File: src/switch_pkg.sv
`default_nettype none

package switch_pkg;

    localparam int N_PORTS = 4;
    localparam int N_PRIOR = 4;             // Higher value is served first.
    localparam int DATA_W = 16;
    localparam int PAGE_WORDS = 8;
    localparam int N_PAGES = 64;
    localparam int MAX_PKT_PAGES = 4;       // Up to 32 words per packet.
    localparam int ALMOST_FULL_PAGES = 8;

    // Header field positions in the first word.
    localparam int HDR_DEST_LSB = 0;
    localparam int HDR_PRIOR_LSB = 2;

    typedef logic [1:0] port_t;
    typedef logic [1:0] prior_t;
    typedef logic [5:0] page_t;
    typedef logic [2:0] word_idx_t;
    typedef logic [6:0] page_cnt_t;         // Holds 0 to N_PAGES.
    typedef logic [DATA_W-1:0] word_t;

    typedef struct packed {
        logic  vld;
        logic  sop;
        logic  eop;
        word_t data;
    } wr_beat_t;

    typedef struct packed {
        logic  vld;
        logic  sop;
        logic  eop;
        word_t data;
    } rd_beat_t;

    // Request to append a stored packet to its queue.
    typedef struct packed {
        logic   valid;
        port_t  dest;
        prior_t prior;
        page_t  head;
    } join_t;

    typedef enum logic {ING_IDLE, ING_BUSY} ingress_state_e;

    typedef enum logic [1:0] {EGR_IDLE, EGR_FETCH, EGR_STREAM} egress_state_e;

endpackage

`default_nettype wire

File: src/rd_egress.sv
`timescale 1ns/100ps
`default_nettype none

module rd_egress (
    input  logic                                               clk,
    input  logic                                               rst_n,
    input  logic [switch_pkg::N_PORTS-1:0]                     ready,
    input  logic [switch_pkg::N_PORTS*switch_pkg::N_PRIOR-1:0] nonempty,
    output logic                                               deq,
    output switch_pkg::port_t                                  deq_port,
    output switch_pkg::prior_t                                 deq_prior,
    input  switch_pkg::page_t                                  deq_head,
    output switch_pkg::page_t                                  buf_rd_page,
    output switch_pkg::word_idx_t                              buf_rd_idx,
    input  switch_pkg::word_t                                  buf_rd_data,
    input  logic                                               buf_rd_end,
    input  switch_pkg::page_t                                  buf_rd_next,
    output logic                                               release_en,
    output switch_pkg::page_t                                  release_page,
    output switch_pkg::rd_beat_t                               rd_out [switch_pkg::N_PORTS]
);

    switch_pkg::egress_state_e state;
    switch_pkg::port_t     rr_ptr;      // First port to look at next time.
    switch_pkg::port_t     out_port;
    switch_pkg::port_t     pick_port;
    switch_pkg::prior_t    pick_prior;
    switch_pkg::page_t     rd_pg;
    switch_pkg::page_t     out_pg;      // Page of the word on the output.
    switch_pkg::word_idx_t rd_ix;
    switch_pkg::word_idx_t out_ix;
    logic [switch_pkg::N_PORTS-1:0] eligible;
    logic found;
    logic follow;                       // Last read was the end of a page.
    logic first;

    always_comb begin
        for (int p = 0; p < switch_pkg::N_PORTS; p++)
            eligible[p] = ready[p] && |nonempty[p*switch_pkg::N_PRIOR +: switch_pkg::N_PRIOR];
    end

    // Round robin from rr_ptr, then highest priority of that port.
    always_comb begin
        found = 1'b0;
        pick_port = rr_ptr;
        for (int i = 0; i < switch_pkg::N_PORTS; i++) begin
            if (!found && eligible[rr_ptr + switch_pkg::port_t'(i)]) begin
                found = 1'b1;
                pick_port = rr_ptr + switch_pkg::port_t'(i);
            end
        end
        pick_prior = '0;
        for (int j = 0; j < switch_pkg::N_PRIOR; j++) begin
            if (nonempty[pick_port*switch_pkg::N_PRIOR + j])
                pick_prior = switch_pkg::prior_t'(j);
        end
    end

    assign deq = state == switch_pkg::EGR_IDLE && found;
    assign deq_port = pick_port;
    assign deq_prior = pick_prior;

    assign buf_rd_page = follow ? buf_rd_next : rd_pg;
    assign buf_rd_idx = rd_ix;

    assign release_en = state == switch_pkg::EGR_STREAM && (out_ix == '1 || buf_rd_end);
    assign release_page = out_pg;

    always_ff @(posedge clk) begin
        if (!rst_n) begin
            state <= switch_pkg::EGR_IDLE;
            rr_ptr <= '0;
            out_port <= '0;
            first <= 1'b0;
        end else begin
            first <= state == switch_pkg::EGR_FETCH;
            case (state)
                switch_pkg::EGR_IDLE: begin
                    if (found) begin
                        state <= switch_pkg::EGR_FETCH;
                        out_port <= pick_port;
                        rr_ptr <= pick_port + 1'b1;
                    end
                end
                switch_pkg::EGR_FETCH: state <= switch_pkg::EGR_STREAM;
                default: begin
                    if (buf_rd_end)
                        state <= switch_pkg::EGR_IDLE;
                end
            endcase
        end
    end

    // Read address runs one cycle ahead of the output word.
    always_ff @(posedge clk) begin
        if (deq) begin
            rd_pg <= deq_head;
            rd_ix <= '0;
            follow <= 1'b0;
        end else if (state != switch_pkg::EGR_IDLE) begin
            rd_pg <= buf_rd_page;
            rd_ix <= rd_ix + 1'b1;
            follow <= rd_ix == '1;
            out_pg <= buf_rd_page;
            out_ix <= rd_ix;
        end
    end

    always_comb begin
        for (int p = 0; p < switch_pkg::N_PORTS; p++) begin
            rd_out[p].vld = state == switch_pkg::EGR_STREAM && out_port == p;
            rd_out[p].sop = rd_out[p].vld && first;
            rd_out[p].eop = rd_out[p].vld && buf_rd_end;
            rd_out[p].data = rd_out[p].vld ? buf_rd_data : '0;
        end
    end

endmodule

`default_nettype wire

File: config.mk
export PLATFORM = sky130hd
export DESIGN_NAME = rd_egress
export DESIGN_NICKNAME = d
export VERILOG_FILES = /design/src/switch_pkg.sv /design/src/rd_egress.sv
export SDC_FILE = /design/constraint.sdc
export NUM_CORES = 1
export LEC_CHECK = 0
export BUFFER_PORTS_ARGS = -buffer_cell sky130_fd_sc_hd__clkbuf_2
export CAP_MARGIN = 20
export CORE_MARGIN = 2
export CORE_UTILIZATION = 40
export CTS_CLUSTER_DIAMETER = 80
export DETAILED_ROUTE_END_ITERATION = 12
export GPL_TIMING_DRIVEN = 0
export PLACE_DENSITY = 0.82
export SYNTH_ARGS = -nofsm -noshare
export SYNTH_HDL_FRONTEND = slang
export SYNTH_SLANG_ARGS = --single-unit
File: constraint.sdc
create_clock -name clk -period 4.15 [get_ports clk]
set_clock_uncertainty 0.05 [all_clocks]
set_input_delay 0.6225 -clock clk [delete_from_list [all_inputs] [get_ports clk]]
set_output_delay 0.6225 -clock clk [all_outputs]
set_load 0.02 [all_outputs]
Word level (Yosys, flattened, before mapping)
Cells that the tools add are included.
{"block": "op_classes", "addsub": 8, "magnitude_cmp": 7, "eq_ne": 8, "mux": 34, "n_bitwise": 1, "reduce_logical": 37}
{"cell": "two-way mux 16 bit", "n": 4}
{"cell": "logical AND 1 bit", "n": 21}
{"cell": "two-way mux 6 bit", "n": 3}
{"cell": "OR reduction 4 bit", "n": 4}
{"cell": "less-than comparator 5 bit, second input constant", "n": 3}
{"cell": "two-way mux 2 bit", "n": 7}
{"cell": "binary-select mux 1 bit (select 4 bit)", "n": 3}
{"cell": "less-than comparator 2 x 3 -> 1 bit, second input constant", "n": 4}
{"cell": "two-way mux 1 bit", "n": 12}
{"cell": "adder 4 x 2 -> 5 bit, second input constant", "n": 2}
{"cell": "binary-select mux 1 bit (select 2 bit)", "n": 4}
{"cell": "== test 2 bit, second input constant", "n": 3}
{"cell": "== test 3 bit, second input constant", "n": 2}
{"cell": "AND reduction 2 bit", "n": 3}
{"cell": "adder 4 x 1 -> 5 bit, second input constant", "n": 1}
{"cell": "adder 2 x 1 -> 2 bit, second input constant", "n": 2}
{"cell": "adder 2 bit, second input constant", "n": 2}
{"cell": "== test 2 x 1 -> 1 bit, second input constant", "n": 2}
{"cell": "zero test 2 bit", "n": 2}
{"cell": "case mux 2 bit (2 select lines)", "n": 1}
{"cell": "nonzero test 2 bit", "n": 2}
{"cell": "adder 3 x 1 -> 3 bit, second input constant", "n": 1}
{"cell": "zero test 1 bit", "n": 3}
{"cell": "nonzero test 3 bit", "n": 1}
{"cell": "3 further kinds", "n": 3}
{"block": "word_totals", "ff_bits": 26, "in_bits": 51, "out_inout_bits": 97, "word_cells": 104}

Logic depth before layout (Yosys ltp)
Gate-level depths: netlist (run 1).
{"block": "logic_depth", "depth_word": 20, "ltp_mapped": 7, "mapped_depth_nobuf": 6}

Least setup slack after synthesis (run 1)
OpenSTA, ideal clock, no wires.
{"block": "synth_timing", "kind": "in2out", "start": "input port nonempty[0] (netlist bit)", "end": "output port deq_prior[1]", "arrival_ns": 2.652, "required_ns": 3.477, "slack_ns": 0.825, "stages": 5, "path_buffers": 0, "cell_sequence": "o41ai_2 -> o221ai_1 -> a21oi_2 -> mux4_1 -> nand2b_1"}
{"block": "synth_via", "elab_chain_cells": 19, "word_cells_on_any_way": 30, "cone_classes": "add/sub: 2; mux: 20; reduce/logical: 8"}
{"item": "start: declaration", "line_no": "rd_egress.sv:8", "rtl": "input logic [switch_pkg::N_PORTS*switch_pkg::N_PRIOR-1:0] nonempty,"}
{"item": "OR reduction 4 bit *", "line_no": "rd_egress.sv:39", "rtl": "eligible[p] = ready[p] && |nonempty[p*switch_pkg::N_PRIOR +: switch_pkg::N_PRIOR];"}
{"item": "logical AND 1 bit *", "line_no": "rd_egress.sv:39"}
{"item": "binary-select mux 1 bit (select 2 bit)", "line_no": "rd_egress.sv:47", "rtl": "if (!found && eligible[rr_ptr + switch_pkg::port_t'(i)]) begin"}
{"item": "two-way mux 1 bit (not written as such)", "line_no": "rd_egress.sv:47"}
{"item": "two-way mux 1 bit", "line_no": "rd_egress.sv:47"}
{"item": "zero test 1 bit", "line_no": "rd_egress.sv:47"}
{"item": "logical AND 1 bit", "line_no": "rd_egress.sv:47"}
{"item": "two-way mux 1 bit", "line_no": "rd_egress.sv:47"}
{"item": "[... 4 more ...]"}
{"item": "logical AND 1 bit", "line_no": "rd_egress.sv:47"}
{"item": "two-way mux 2 bit *", "line_no": "rd_egress.sv:47"}
{"item": "via deq_port[0]", "line_no": "rd_egress.sv:10", "rtl": "output switch_pkg::port_t deq_port,"}
{"item": "adder 4 x 2 -> 5 bit", "line_no": "rd_egress.sv:54", "rtl": "if (nonempty[pick_port*switch_pkg::N_PRIOR + j])"}
{"item": "binary-select mux 1 bit (select 4 bit)", "line_no": "rd_egress.sv:54"}
{"item": "two-way mux 1 bit (not written as such)", "line_no": "rd_egress.sv:54"}
{"item": "two-way mux 2 bit", "line_no": "rd_egress.sv:54"}
{"item": "two-way mux 2 bit *", "line_no": "rd_egress.sv:54"}
{"item": "end: declaration", "line_no": "rd_egress.sv:11", "rtl": "output switch_pkg::prior_t deq_prior,"}
Mark *: on every way through the listed nets, which the timed path passes. The rest lies on a longest branch. The select of a mux whose other input is x is not followed.

Worst setup path in the final report (run 1)
{"block": "layout_timing", "start": "input port nonempty[9] (netlist bit)", "end": "output port deq_prior[0]"}
{"block": "layout_via", "elab_chain_cells": 20, "word_cells_on_any_way": 34, "cone_classes": "add/sub: 3; mux: 23; reduce/logical: 8"}
{"item": "OR reduction 4 bit", "line_no": "rd_egress.sv:39"}
{"item": "logical AND 1 bit", "line_no": "rd_egress.sv:39"}
{"item": "binary-select mux 1 bit (select 2 bit)", "line_no": "rd_egress.sv:47"}
{"item": "two-way mux 1 bit (not written as such)", "line_no": "rd_egress.sv:47"}
{"item": "two-way mux 1 bit", "line_no": "rd_egress.sv:47"}
{"item": "zero test 1 bit", "line_no": "rd_egress.sv:47"}
{"item": "logical AND 1 bit", "line_no": "rd_egress.sv:47"}
{"item": "two-way mux 1 bit", "line_no": "rd_egress.sv:47"}
{"item": "[... 4 more ...]"}
{"item": "logical AND 1 bit", "line_no": "rd_egress.sv:47"}
{"item": "two-way mux 2 bit", "line_no": "rd_egress.sv:47"}
{"item": "adder 4 x 1 -> 5 bit", "line_no": "rd_egress.sv:54"}
{"item": "binary-select mux 1 bit (select 4 bit)", "line_no": "rd_egress.sv:54"}
{"item": "two-way mux 1 bit (not written as such)", "line_no": "rd_egress.sv:54"}
{"item": "two-way mux 1 bit", "line_no": "rd_egress.sv:54"}
{"item": "two-way mux 2 bit", "line_no": "rd_egress.sv:54"}
{"item": "two-way mux 2 bit *", "line_no": "rd_egress.sv:54"}
Mark *: on every way between the ends. The rest lies on a longest branch, timed or not. The select of a mux whose other input is x is not followed.

==> reports/results.ini, run 1 <==
[outcome]
run_status=complete, no violations

[global_routing]
antenna_found_initial=0
grt_pass1_wl_um=7980
overflow=0
grtUsageTotal_pct=19.7
grt_pass1_vias=1678
grt_start_max_net_pins=15

[worst_setup_path]
start_kind=primary input
required_ns=3.48
ff2ff_setup_slack_ns=2.52
critPathKind=primary input to output port
reg2reg_depth=4
cp-startpoint=nonempty[9]
r2r_end=rd_pg[5]
crit_fanout=7
cp-end-kind=output port
crit_path_end=deq_prior[0]
arrival_ns=2.84
r2r-start=state[1]

[place]
dpl.hpwl_um=4230
io_buffers=147
gp_congestion=0.842

[clock_network]
ctsHoldBuffers=0
clk_latency_ns=0.27
cts.sinks=26
clockRootBuffer=clkbuf_8
h-tree-depth=1
post_cts_buffers=0
clockBufferDepth=2
cts_buffers=3
cts.clk_slew.worst_paths_ns=0.08
cts_tree=built
post_cts_resize_count=0

[route]
drt_iter0_drc=46
drt_first_pass_iters=4
via_count=1875
drt-vias-per-instance=4.83
ant_nets=0
drt_wl_total_um=5210
route.detailed.drc=0
wl_per_cell_um=13.4

[synth]
synth-seq-cells=26
syn_area_sq_um=1780
ys_seq_area_share_pct=37.6
synth_common_cells=72 x and2_1, 15 x edfxtp_1, 12 x nand2_1, 11 x dfxtp_1, 11 x mux2_2
synth_cell_type_count=34
synth_area_per_cell_sq_um=9.64
synth.top_cell.area_share_pct=25.3
synth-edff-count=15
yosys.area.top_type=and2_1
ys.flop_type=edfxtp_1
syn_inst=185
synth.most_common_cell=and2_1
synth_fp_nets=238
ys_async_sr_fraction_pct=0
synthTopCellsByArea=and2_1 25%, edfxtp_1 25%, dfxtp_1 12%
yosysWarnings=0

[timing]
maxSlewHeadroom_pct=33.6
finalMaxSlewViolations=0
setup_viol=0
tns_ns=0
period_needed_ns=3.51
worstMarginPinSlew_ns=0.994
grt_setup_unrepaired=no
fmax_ghz=0.285
finalCritPeriodShare_pct=84.7
hold_violations=0

[layout]
fillers=395
layout-drive-gt1-share_pct=49.7
syn2layout_area_growth_pct=47.4
fin_nets=390
antennaDiodeCount=0

[floorplanning]
die_area_sq_um=5010
io_pins=148
die_w_um=70.8
start_util_pct=41.2
die_y_um=70.8
rows=24
core_area_sq_um=4320

[pwr]
p_leak_uw=0.00139
power_uw=908
pwr_density_cell_nw_per_um2=346
irDropWorstVdd_uv=340

[min_path]
hold_class=flop to flop

[run]
drv_cap=0

-- through the flow --
step	std cells	worst slack (ns)	util, %	area, sq um	hold slack [ns]
after floorplan	185	0.825	-	1780	0.389
after global placement	384	0.670	59.8	2580	0.410
after detailed placement	384	0.632	59.8	2580	0.417
after CTS	388	0.630	60.8	2630	0.428
after global routing	388	0.422	60.8	2630	0.466
final	388	0.636	60.8	2630	0.430
-- layout by cell type (no fill, tap or decap), types with 2 or more instances in the layout --
| cell type | count |
|---|---|
| o221ai_1 | 2 |
| edfxtp_1 | 15 |
| nand2b_1 | 3 |
| mux4_1 | 3 |
| o41a_1 | 3 |
| nor3b_1 | 2 |
| and2_1 | 72 |
| dfxtp_1 | 11 |
| clkbuf_8 | 3 |
| a21oi_1 | 6 |
| nor3_1 | 3 |
| nand2_1 | 12 |
| a211oi_1 | 2 |
| clkbuf_1 | 6 |
| nand3_1 | 3 |
| ha_1 | 2 |
| clkbuf_2 | 147 |
| nor2_1 | 5 |
| inv_1 | 8 |
| mux2_2 | 11 |
-- power by group --
part           switching (uW)  total [uW]  internal [uW]
registers                34.1         380            346
logic                     234         384            150
clock network            78.2         145           66.4
total                     346         908            562
-- worst max-delay path, stage by stage --
cell and delay, ns:
clkbuf_2 0.10, o41ai_1 0.54, o221ai_1 0.24, a21oi_2 0.40
mux4_1 0.61, a21o_1 0.19, clkbuf_2 0.15
-- registers in the layout, summed over array words and instances (netlist names) --
register,flops
out_port,2
follow,1
buf_rd_idx,3
rr_ptr,2
rd_pg,6
release_page,6
state,2
first,1
out_ix,3
-- worst min-delay path by stage --
stage          startpoint     to  slack, ns  cells after the start
2_1_floorplan    state[0]  first       0.39                      2
3_3_place_gp     state[0]  first       0.41                      2
3_5_place_dp     state[0]  first       0.42                      2
4_1_cts          state[0]  first       0.43                      2
5_1_grt          state[0]  first       0.47                      2
6_report         state[0]  first       0.43                      2
-- layout make-up --
| class | count | area, sq um | area share [%] |
|---|---|---|---|
| clock buffer | 3 | 41.3 | 1.57 |
| multi-input combinational | 143 | 1050 | 40.0 |
| tap | 52 | 65.1 | 2.48 |
| timing repair buffer | 147 | 736 | 28.0 |
| clock inverter | 1 | 3.75 | 0.143 |
| buffer | 7 | 27.5 | 1.05 |
| sequential | 26 | 671 | 25.5 |
| inverter | 9 | 33.8 | 1.29 |
-- metal layers --
layer  routed length, um  vias up  part of all wire [%]  track usage, %
met5                   0        -                     0               0
met4                  65        0                   1.2            5.66
met3                 277        6                   5.3            2.28
met2                2880       67                    55            39.0
met1                1980      852                    38            21.8
li1                    -      950                     -               -
-- kinds of logic after synthesis --
group / share of synthesized area, %
XOR/XNOR: 0.491
buffers and inverters: 3.44
AND/OR/NAND/NOR: 34.2
adder cells (fa/ha/maj): 1.40
flip-flops: 37.6
multiplexers: 12.0
AO/OA/AOI/OAI: 10.8
Note: power is estimated with default switching activity, not from simulation.
==> run 2, diff against run 1 <==
ABC_AREA = 1   (was not set)
CORE_UTILIZATION = 36   (was 40)
PLACE_DENSITY = 0.75   (was 0.82)
clock period = 3 ns   (was 4.15 ns; I/O delays follow)
==> run 2 against run 1 <==
- cell area is 8.9% higher
- first-iteration DRC count is 140% higher
- combinational power grew to 4.7 times the previous value
- sequential cell count stayed put
- highest routed layer unchanged
- wire length is 18% higher
- sequential share of layout area is 2.1 points lower
- register-to-register slack worse by 1.6 ns
==> reports/results.ini, run 2 <==
[synth]
ys_seq_area_share_pct=34.5  ; was 37.6%
syn_inst=301  ; was 185
synth_fp_nets=354  ; was 238
synth.top_cell.area_share_pct=23.2  ; was 25.3%
synth_common_cells=97 x nor2_1, 64 x nand2_1, 34 x inv_1, 18 x nand3_1, 15 x edfxtp_1  ; was 72 x and2_1, 15 x edfxtp_1, 12 x nand2_1, 11 x dfxtp_1, 11 x mux2_2
synth.most_common_cell=nor2_1  ; was and2_1
yosysWarnings=0  ; unchanged
yosys.area.top_type=edfxtp_1  ; was and2_1
synth_cell_type_count=29  ; was 34
synth_area_per_cell_sq_um=6.46  ; was 9.64 sq um
syn_area_sq_um=1940  ; was 1780 sq um
synth-edff-count=15  ; unchanged
ys.flop_type=edfxtp_1  ; unchanged
ys_async_sr_fraction_pct=0  ; unchanged
synthTopCellsByArea=edfxtp_1 23%, nor2_1 19%, nand2_1 12%  ; was and2_1 25%, edfxtp_1 25%, dfxtp_1 12%
synth-seq-cells=26  ; unchanged

[clock_network]
h-tree-depth=1  ; unchanged
clk_latency_ns=0.27  ; about the same
cts_buffers=3  ; unchanged
ctsHoldBuffers=0  ; unchanged
clockRootBuffer=clkbuf_8  ; unchanged
cts_tree=built  ; unchanged
clockBufferDepth=2  ; unchanged
cts.sinks=26  ; unchanged
cts.clk_slew.worst_paths_ns=0.09  ; was 0.08 ns

[timing]
finalMaxSlewViolations=0  ; unchanged
grt_setup_unrepaired=no  ; unchanged
hold_violations=0  ; unchanged
fmax_ghz=0.356
period_needed_ns=2.81
tns_ns=0  ; unchanged
finalCritPeriodShare_pct=93.5
maxSlewHeadroom_pct=66.7  ; was 33.6%
worstMarginPinSlew_ns=0.499  ; was 0.994 ns
setup_viol=0  ; unchanged

[layout]
fin_nets=506  ; was 390
fillers=507  ; was 395
syn2layout_area_growth_pct=47.3  ; was 47.4%
layout_commonest_cell=clkbuf_2  ; unchanged
layout_common_cells=147 x clkbuf_2, 97 x nor2_1, 63 x nand2_1  ; was 147 x clkbuf_2, 72 x and2_1, 15 x edfxtp_1
antennaDiodeCount=0  ; unchanged
layout-drive-gt1-share_pct=39.4  ; was 49.7%

[floorplanning]
die_area_sq_um=6000  ; was 5010 sq um
core_area_sq_um=5170  ; was 4320 sq um
die_y_um=77.5  ; was 70.8 um
start_util_pct=37.6  ; was 41.2%
rows=26  ; was 24
io_pins=148  ; unchanged
die_w_um=77.5  ; was 70.8 um

[pwr]
p_comb_share_pct=65.7  ; was 42.3%
p_leak_uw=0.00165  ; was 0.00139 uW
power_uw=2740  ; was 908 uW
p_clk_share_pct=10.5  ; was 15.9%
pwr_density_cell_nw_per_um2=957  ; was 346 nW/um^2
irDropWorstVdd_uv=594  ; was 340 uV
p_seq_share_pct=23.8  ; was 41.8%
switching_share_pct=52.0  ; was 38.1%
p_switching_uw=1420  ; was 346 uW
intPower_uw=1320  ; was 562 uW

[global_routing]
grtUsageTotal_pct=20.5  ; was 19.7%
antenna_found_initial=0  ; unchanged
grt_start_max_net_pins=16  ; was 15
grt_pass1_wl_um=10300  ; was 7980 um
grt_pass1_vias=2214  ; was 1678
overflow=0  ; unchanged

[worst_setup_path]
critical_path.slowest_cell=dfxtp_1  ; was mux4_1
ff2ff_setup_slack_ns=0.92  ; was 2.52 ns
path_buf_inv=4  ; was 2
critPathKind=flop to output port  ; was primary input to output port
cpMostUsedCell=nand2_1  ; was clkbuf_2
required_ns=2.50  ; was 3.48 ns
crit_fanout=8  ; was 7
cpLargestDelayFamily=simple AND/OR/NAND/NOR gates  ; was compound AO/OA/AOI/OAI gates
arrival_ns=2.31  ; was 2.84 ns
start_kind=flop  ; was primary input
crit_path_cell_trace=buf_6, inv_2, nand3_1, nand3_1, nand2_1, inv_1, nand3_1, nand2_1, nand2_1, a21oi_4, nor2_1, nor2_2, nand2_1, nand2_1, clkbuf_2  ; was clkbuf_2, o41ai_1, o221ai_1, a21oi_2, mux4_1, a21o_1, clkbuf_2
cp-end-kind=output port  ; unchanged
critical_path.max_stage_delay_ns=0.32  ; was 0.61 ns

[place]
io_buffers=147  ; unchanged
dpl.hpwl_um=5140  ; was 4230 um
gp_congestion=0.897  ; was 0.842

[route]
drt_iter0_drc=109  ; was 46
drt_first_pass_iters=4  ; unchanged
drt_wl_total_um=6160  ; was 5210 um
drt-vias-per-instance=4.58  ; was 4.83
via_count=2389  ; was 1875
ant_nets=0  ; unchanged
route.detailed.drc=0  ; unchanged
wl_per_cell_um=11.8  ; was 13.4 um

[run]
drv_cap=0  ; unchanged

[min_path]
hold_class=primary input to flop  ; was flop to flop

[outcome]
run_status=complete, no violations  ; unchanged

-- run 2: cell types whose count changed after synthesis, sizes merged, moves of 12 or more --
cell | previous run | this run
and2 | 72 | 0
inv | 9 | 37
mux2 | 12 | 0
nand2 | 12 | 74
nand3 | 3 | 21
nor2 | 5 | 101
-- run 2: what timing repair did --
action | 4_1_cts | 5_1_grt
setup endpoints to repair | 0 | 2
hold endpoints to repair | 0 | 0
buffers inserted | 0 | 0
resized for setup | 0 | 4
-- run 2: routing by layer --
metal  wire (um)  share of wire [%]  vias up  track usage (%)
met5           0                  0        -                0
met4          82                1.3        0             5.54
met3         400                6.5        6             3.84
met2        3170                 51       97             38.3
met1        2510                 41     1044             23.7
li1            -                  -     1242                -
-- run 2: cells by family (layout without fill, tap and decap cells) --
group	after synthesis	count (layout)	synth area share [%]
flops	26	26	34.5
compound gates	20	20	6.25
fa+ha+maj	2	2	1.29
simple gates	205	205	47.5
buf+inv	47	198	9.66
xor+xnor	1	1	0.837
-- run 2: final timing paths --
path	from	to	cells after the start
min	rst_n	rr_ptr[1]	3
max	rr_ptr[0]	deq_prior[0]	15
min reg2reg	buf_rd_idx[1]	out_ix[1]	0
max reg2reg	rr_ptr[0]	rd_pg[2]	8
-- run 2: per-stage QoR --
step	std cells	util (%)	hold WS, ns	instance area [sq um]	setup slack [ns]
finish	522	55.3	0.356	2860	0.194
detailed placement	518	53.5	0.439	2770	0.353
global route	522	55.3	0.375	2860	0.0113
CTS	522	54.9	0.345	2840	0.156
floorplan	301	-	0.416	1940	0.496
global placement	518	53.5	0.424	2770	0.382
-- run 2: final cells by class --
type / count / area [sq um] / area share [%]
well taps: 70 / 87.6 / 3.06
plain buffers: 6 / 33.8 / 1.18
multi-input cells: 228 / 1110 / 38.7
flip-flops and latches: 26 / 671 / 23.4
clock inverters: 1 / 30.0 / 1.05
clock buffers: 3 / 41.3 / 1.44
inverters: 41 / 154 / 5.38
repair buffers: 147 / 736 / 25.7
-- run 2: worst register-to-register path, cell delays in order, from the launching register on --
cell	delay (ns)
dfxtp_1	0.34
buf_6	0.15
inv_2	0.08
nand3_1	0.11
nand3_1	0.08
nand2_1	0.15
inv_1	0.14
nor2_8	0.16
nand4_1	0.41
-- run 2: power groups by stage --
stage / clock (uW) / combinational, uW / sequential [uW]
finish: 287 / 1800 / 651
detailed placement: 0 / 1770 / 655
global placement: 0 / 1740 / 651
CTS: 295 / 1780 / 648
global route: 306 / 1990 / 667
floorplan: 0 / 1250 / 707
==> run 3, diff against run 2 <==
ABC_AREA = not set   (was 1)
CORE_UTILIZATION = 35   (was 36)
PLACE_DENSITY = 0.76   (was 0.75)
==> run 3 against run 2 <==
- non-clock buffer count grew 3
- worst setup slack worse by 0.087 ns
- global-route usage fell by 2.9 points
- clock power shrank 29%
- maximum frequency down 3.0%
- sequential cell count did not move
- sequential share of layout area is 1.4 points higher
==> reports/results.ini, run 3 (synthesized netlist as in run 1, its figures left out) <==
[worst_setup_path]
crit_path_end=deq_prior[0]  ; unchanged
r2r-start=state[1]  ; was rr_ptr[0]
required_ns=2.50  ; about the same
reg2reg_depth=4  ; was 8
cp-end-kind=output port  ; unchanged
crit_fanout=4  ; was 8
r2r_end=rd_pg[5]  ; was rd_pg[2]
critPathKind=primary input to output port  ; was flop to output port
start_kind=primary input  ; was flop
cp-startpoint=nonempty[8]  ; was rr_ptr[0]
arrival_ns=2.39  ; was 2.31 ns
ff2ff_setup_slack_ns=1.33  ; was 0.92 ns

[pwr]
p_leak_uw=0.00141  ; was 0.00165 uW
pwr_density_cell_nw_per_um2=472  ; was 957 nW/um^2
irDropWorstVdd_uv=279  ; was 594 uV
power_uw=1270  ; was 2740 uW

[floorplanning]
io_pins=148  ; unchanged
start_util_pct=37.0  ; was 37.6%
die_area_sq_um=5680  ; was 6000 sq um
rows=25  ; was 26
die_w_um=75.4  ; was 77.5 um
core_area_sq_um=4820  ; was 5170 sq um
die_y_um=75.4  ; was 77.5 um

[global_routing]
antenna_found_initial=0  ; unchanged
grtUsageTotal_pct=17.6  ; was 20.5%
overflow=0  ; unchanged
grt_pass1_wl_um=7710  ; was 10300 um
grt_pass1_vias=1624  ; was 2214
grt_start_max_net_pins=15  ; was 16

[run]
drv_cap=0  ; unchanged

[route]
drt_first_pass_iters=4  ; unchanged
drt_wl_total_um=5400  ; was 6160 um
drt-vias-per-instance=4.72  ; was 4.58
ant_nets=0  ; unchanged
drt_iter0_drc=46  ; was 109
via_count=1911  ; was 2389
route.detailed.drc=0  ; unchanged
wl_per_cell_um=13.3  ; was 11.8 um

[clock_network]
clockRootBuffer=clkbuf_8  ; unchanged
clk_latency_ns=0.27  ; about the same
cts_tree=built  ; unchanged
ctsHoldBuffers=0  ; unchanged
cts.sinks=26  ; unchanged
clockBufferDepth=2  ; unchanged
cts.clk_slew.worst_paths_ns=0.08  ; was 0.09 ns
h-tree-depth=1  ; unchanged
cts_buffers=3  ; unchanged

[timing]
hold_violations=0  ; unchanged
grt_setup_unrepaired=no  ; unchanged
setup_viol=0  ; unchanged
maxSlewHeadroom_pct=63.6  ; was 66.7%
period_needed_ns=2.89  ; was 2.81 ns
worstMarginPinSlew_ns=0.544  ; was 0.499 ns
fin_hold_ws_ns=0.372  ; was 0.356 ns
finalMaxSlewViolations=0  ; unchanged
fmax_ghz=0.346  ; was 0.356 GHz
finalCritPeriodShare_pct=96.4  ; was 93.5%
tns_ns=0  ; unchanged

[layout]
fillers=481  ; was 507
layout-drive-gt1-share_pct=51.2  ; was 39.4%
fin_util_pct=56.1  ; was 55.3%
syn2layout_area_growth_pct=51.6  ; was 47.3%
layout_common_cells=147 x clkbuf_2, 72 x and2_1, 15 x edfxtp_1  ; was 147 x clkbuf_2, 97 x nor2_1, 63 x nand2_1
final_cell_area_sq_um=2700  ; was 2860 sq um
layout_commonest_cell=clkbuf_2  ; unchanged
fin_nets=392  ; was 506
antennaDiodeCount=0  ; unchanged

[outcome]
run_status=complete, no violations  ; unchanged

[place]
io_buffers=147  ; unchanged
gp_congestion=0.768  ; was 0.897
dpl.hpwl_um=4440  ; was 5140 um
dpl_cell_area_sq_um=2600  ; was 2770 sq um

[min_path]
hold_class=primary input to flop  ; unchanged

[run 3: cell count changes in the layout (fill, tap and decap cells not counted), moves of 4 or more]
cell and delta:
nand3_1 -14, a31oi_1 -5, nor2_1 -92, inv_1 -26
clkinv_1 -4, nand2_1 -51, nand2_4 -5, nand2_2 -6
and2_1 +72, mux2_2 +11
[run 3: power breakdown]
part	internal, uW	switching, uW	total [uW]
Combinational	217	329	546
Sequential	478	47.7	526
Clock	95.1	108	203
Total	790	485	1270
[run 3: layer usage]
metal | up-vias | share of wire, % | global-route usage (%)
met5 | - | 0 | 0
met4 | 0 | 2.0 | 7.02
met3 | 9 | 5.8 | 1.32
met2 | 72 | 54 | 34.3
met1 | 880 | 38 | 19.6
li1 | 950 | - | -
[run 3: how the worst min path moves through the flow]
stage	cells past startpoint	endpoint	from	slack, ns
final	3	first	rst_n	0.37
after CTS	3	first	rst_n	0.37
after global routing	3	first	rst_n	0.38
after global placement	2	first	state[0]	0.41
after detailed placement	2	first	state[0]	0.41
after floorplan	2	first	state[0]	0.39
[run 3: what timing repair did]
action	CTS	global route
pin swaps	1	1
setup buffers	1	1
gates resized for setup	3	3
setup endpoints to repair	2	21
cloned	0	0
[run 3: metrics by stage]
| step | instances | setup slack [ns] |
|---|---|---|
| after floorplan | 185 | 0.0203 |
| after global placement | 399 | -0.171 |
| after detailed placement | 399 | -0.235 |
| after CTS | 404 | 0.0478 |
| after global routing | 405 | 0.00730 |
| final | 405 | 0.107 |
[run 3: area by class of cell]
cell class / instances / area (sq um) / area share [%]
Buffer: 7 / 27.5 / 1.02
Multi-Input combinational cell: 143 / 1090 / 40.4
Tap cell: 67 / 83.8 / 3.10
Clock buffer: 4 / 45.0 / 1.67
Sequential cell: 26 / 671 / 24.8
Timing Repair Buffer: 149 / 751 / 27.8
Inverter: 9 / 33.8 / 1.25
[run 3: critical path, stage by stage]
cell,delay [ns]
clkbuf_2,0.10
o41ai_2,0.44
o221ai_1,0.23
a21oi_4,0.26
mux4_1,0.60
a21o_1,0.17
clkbuf_2,0.15
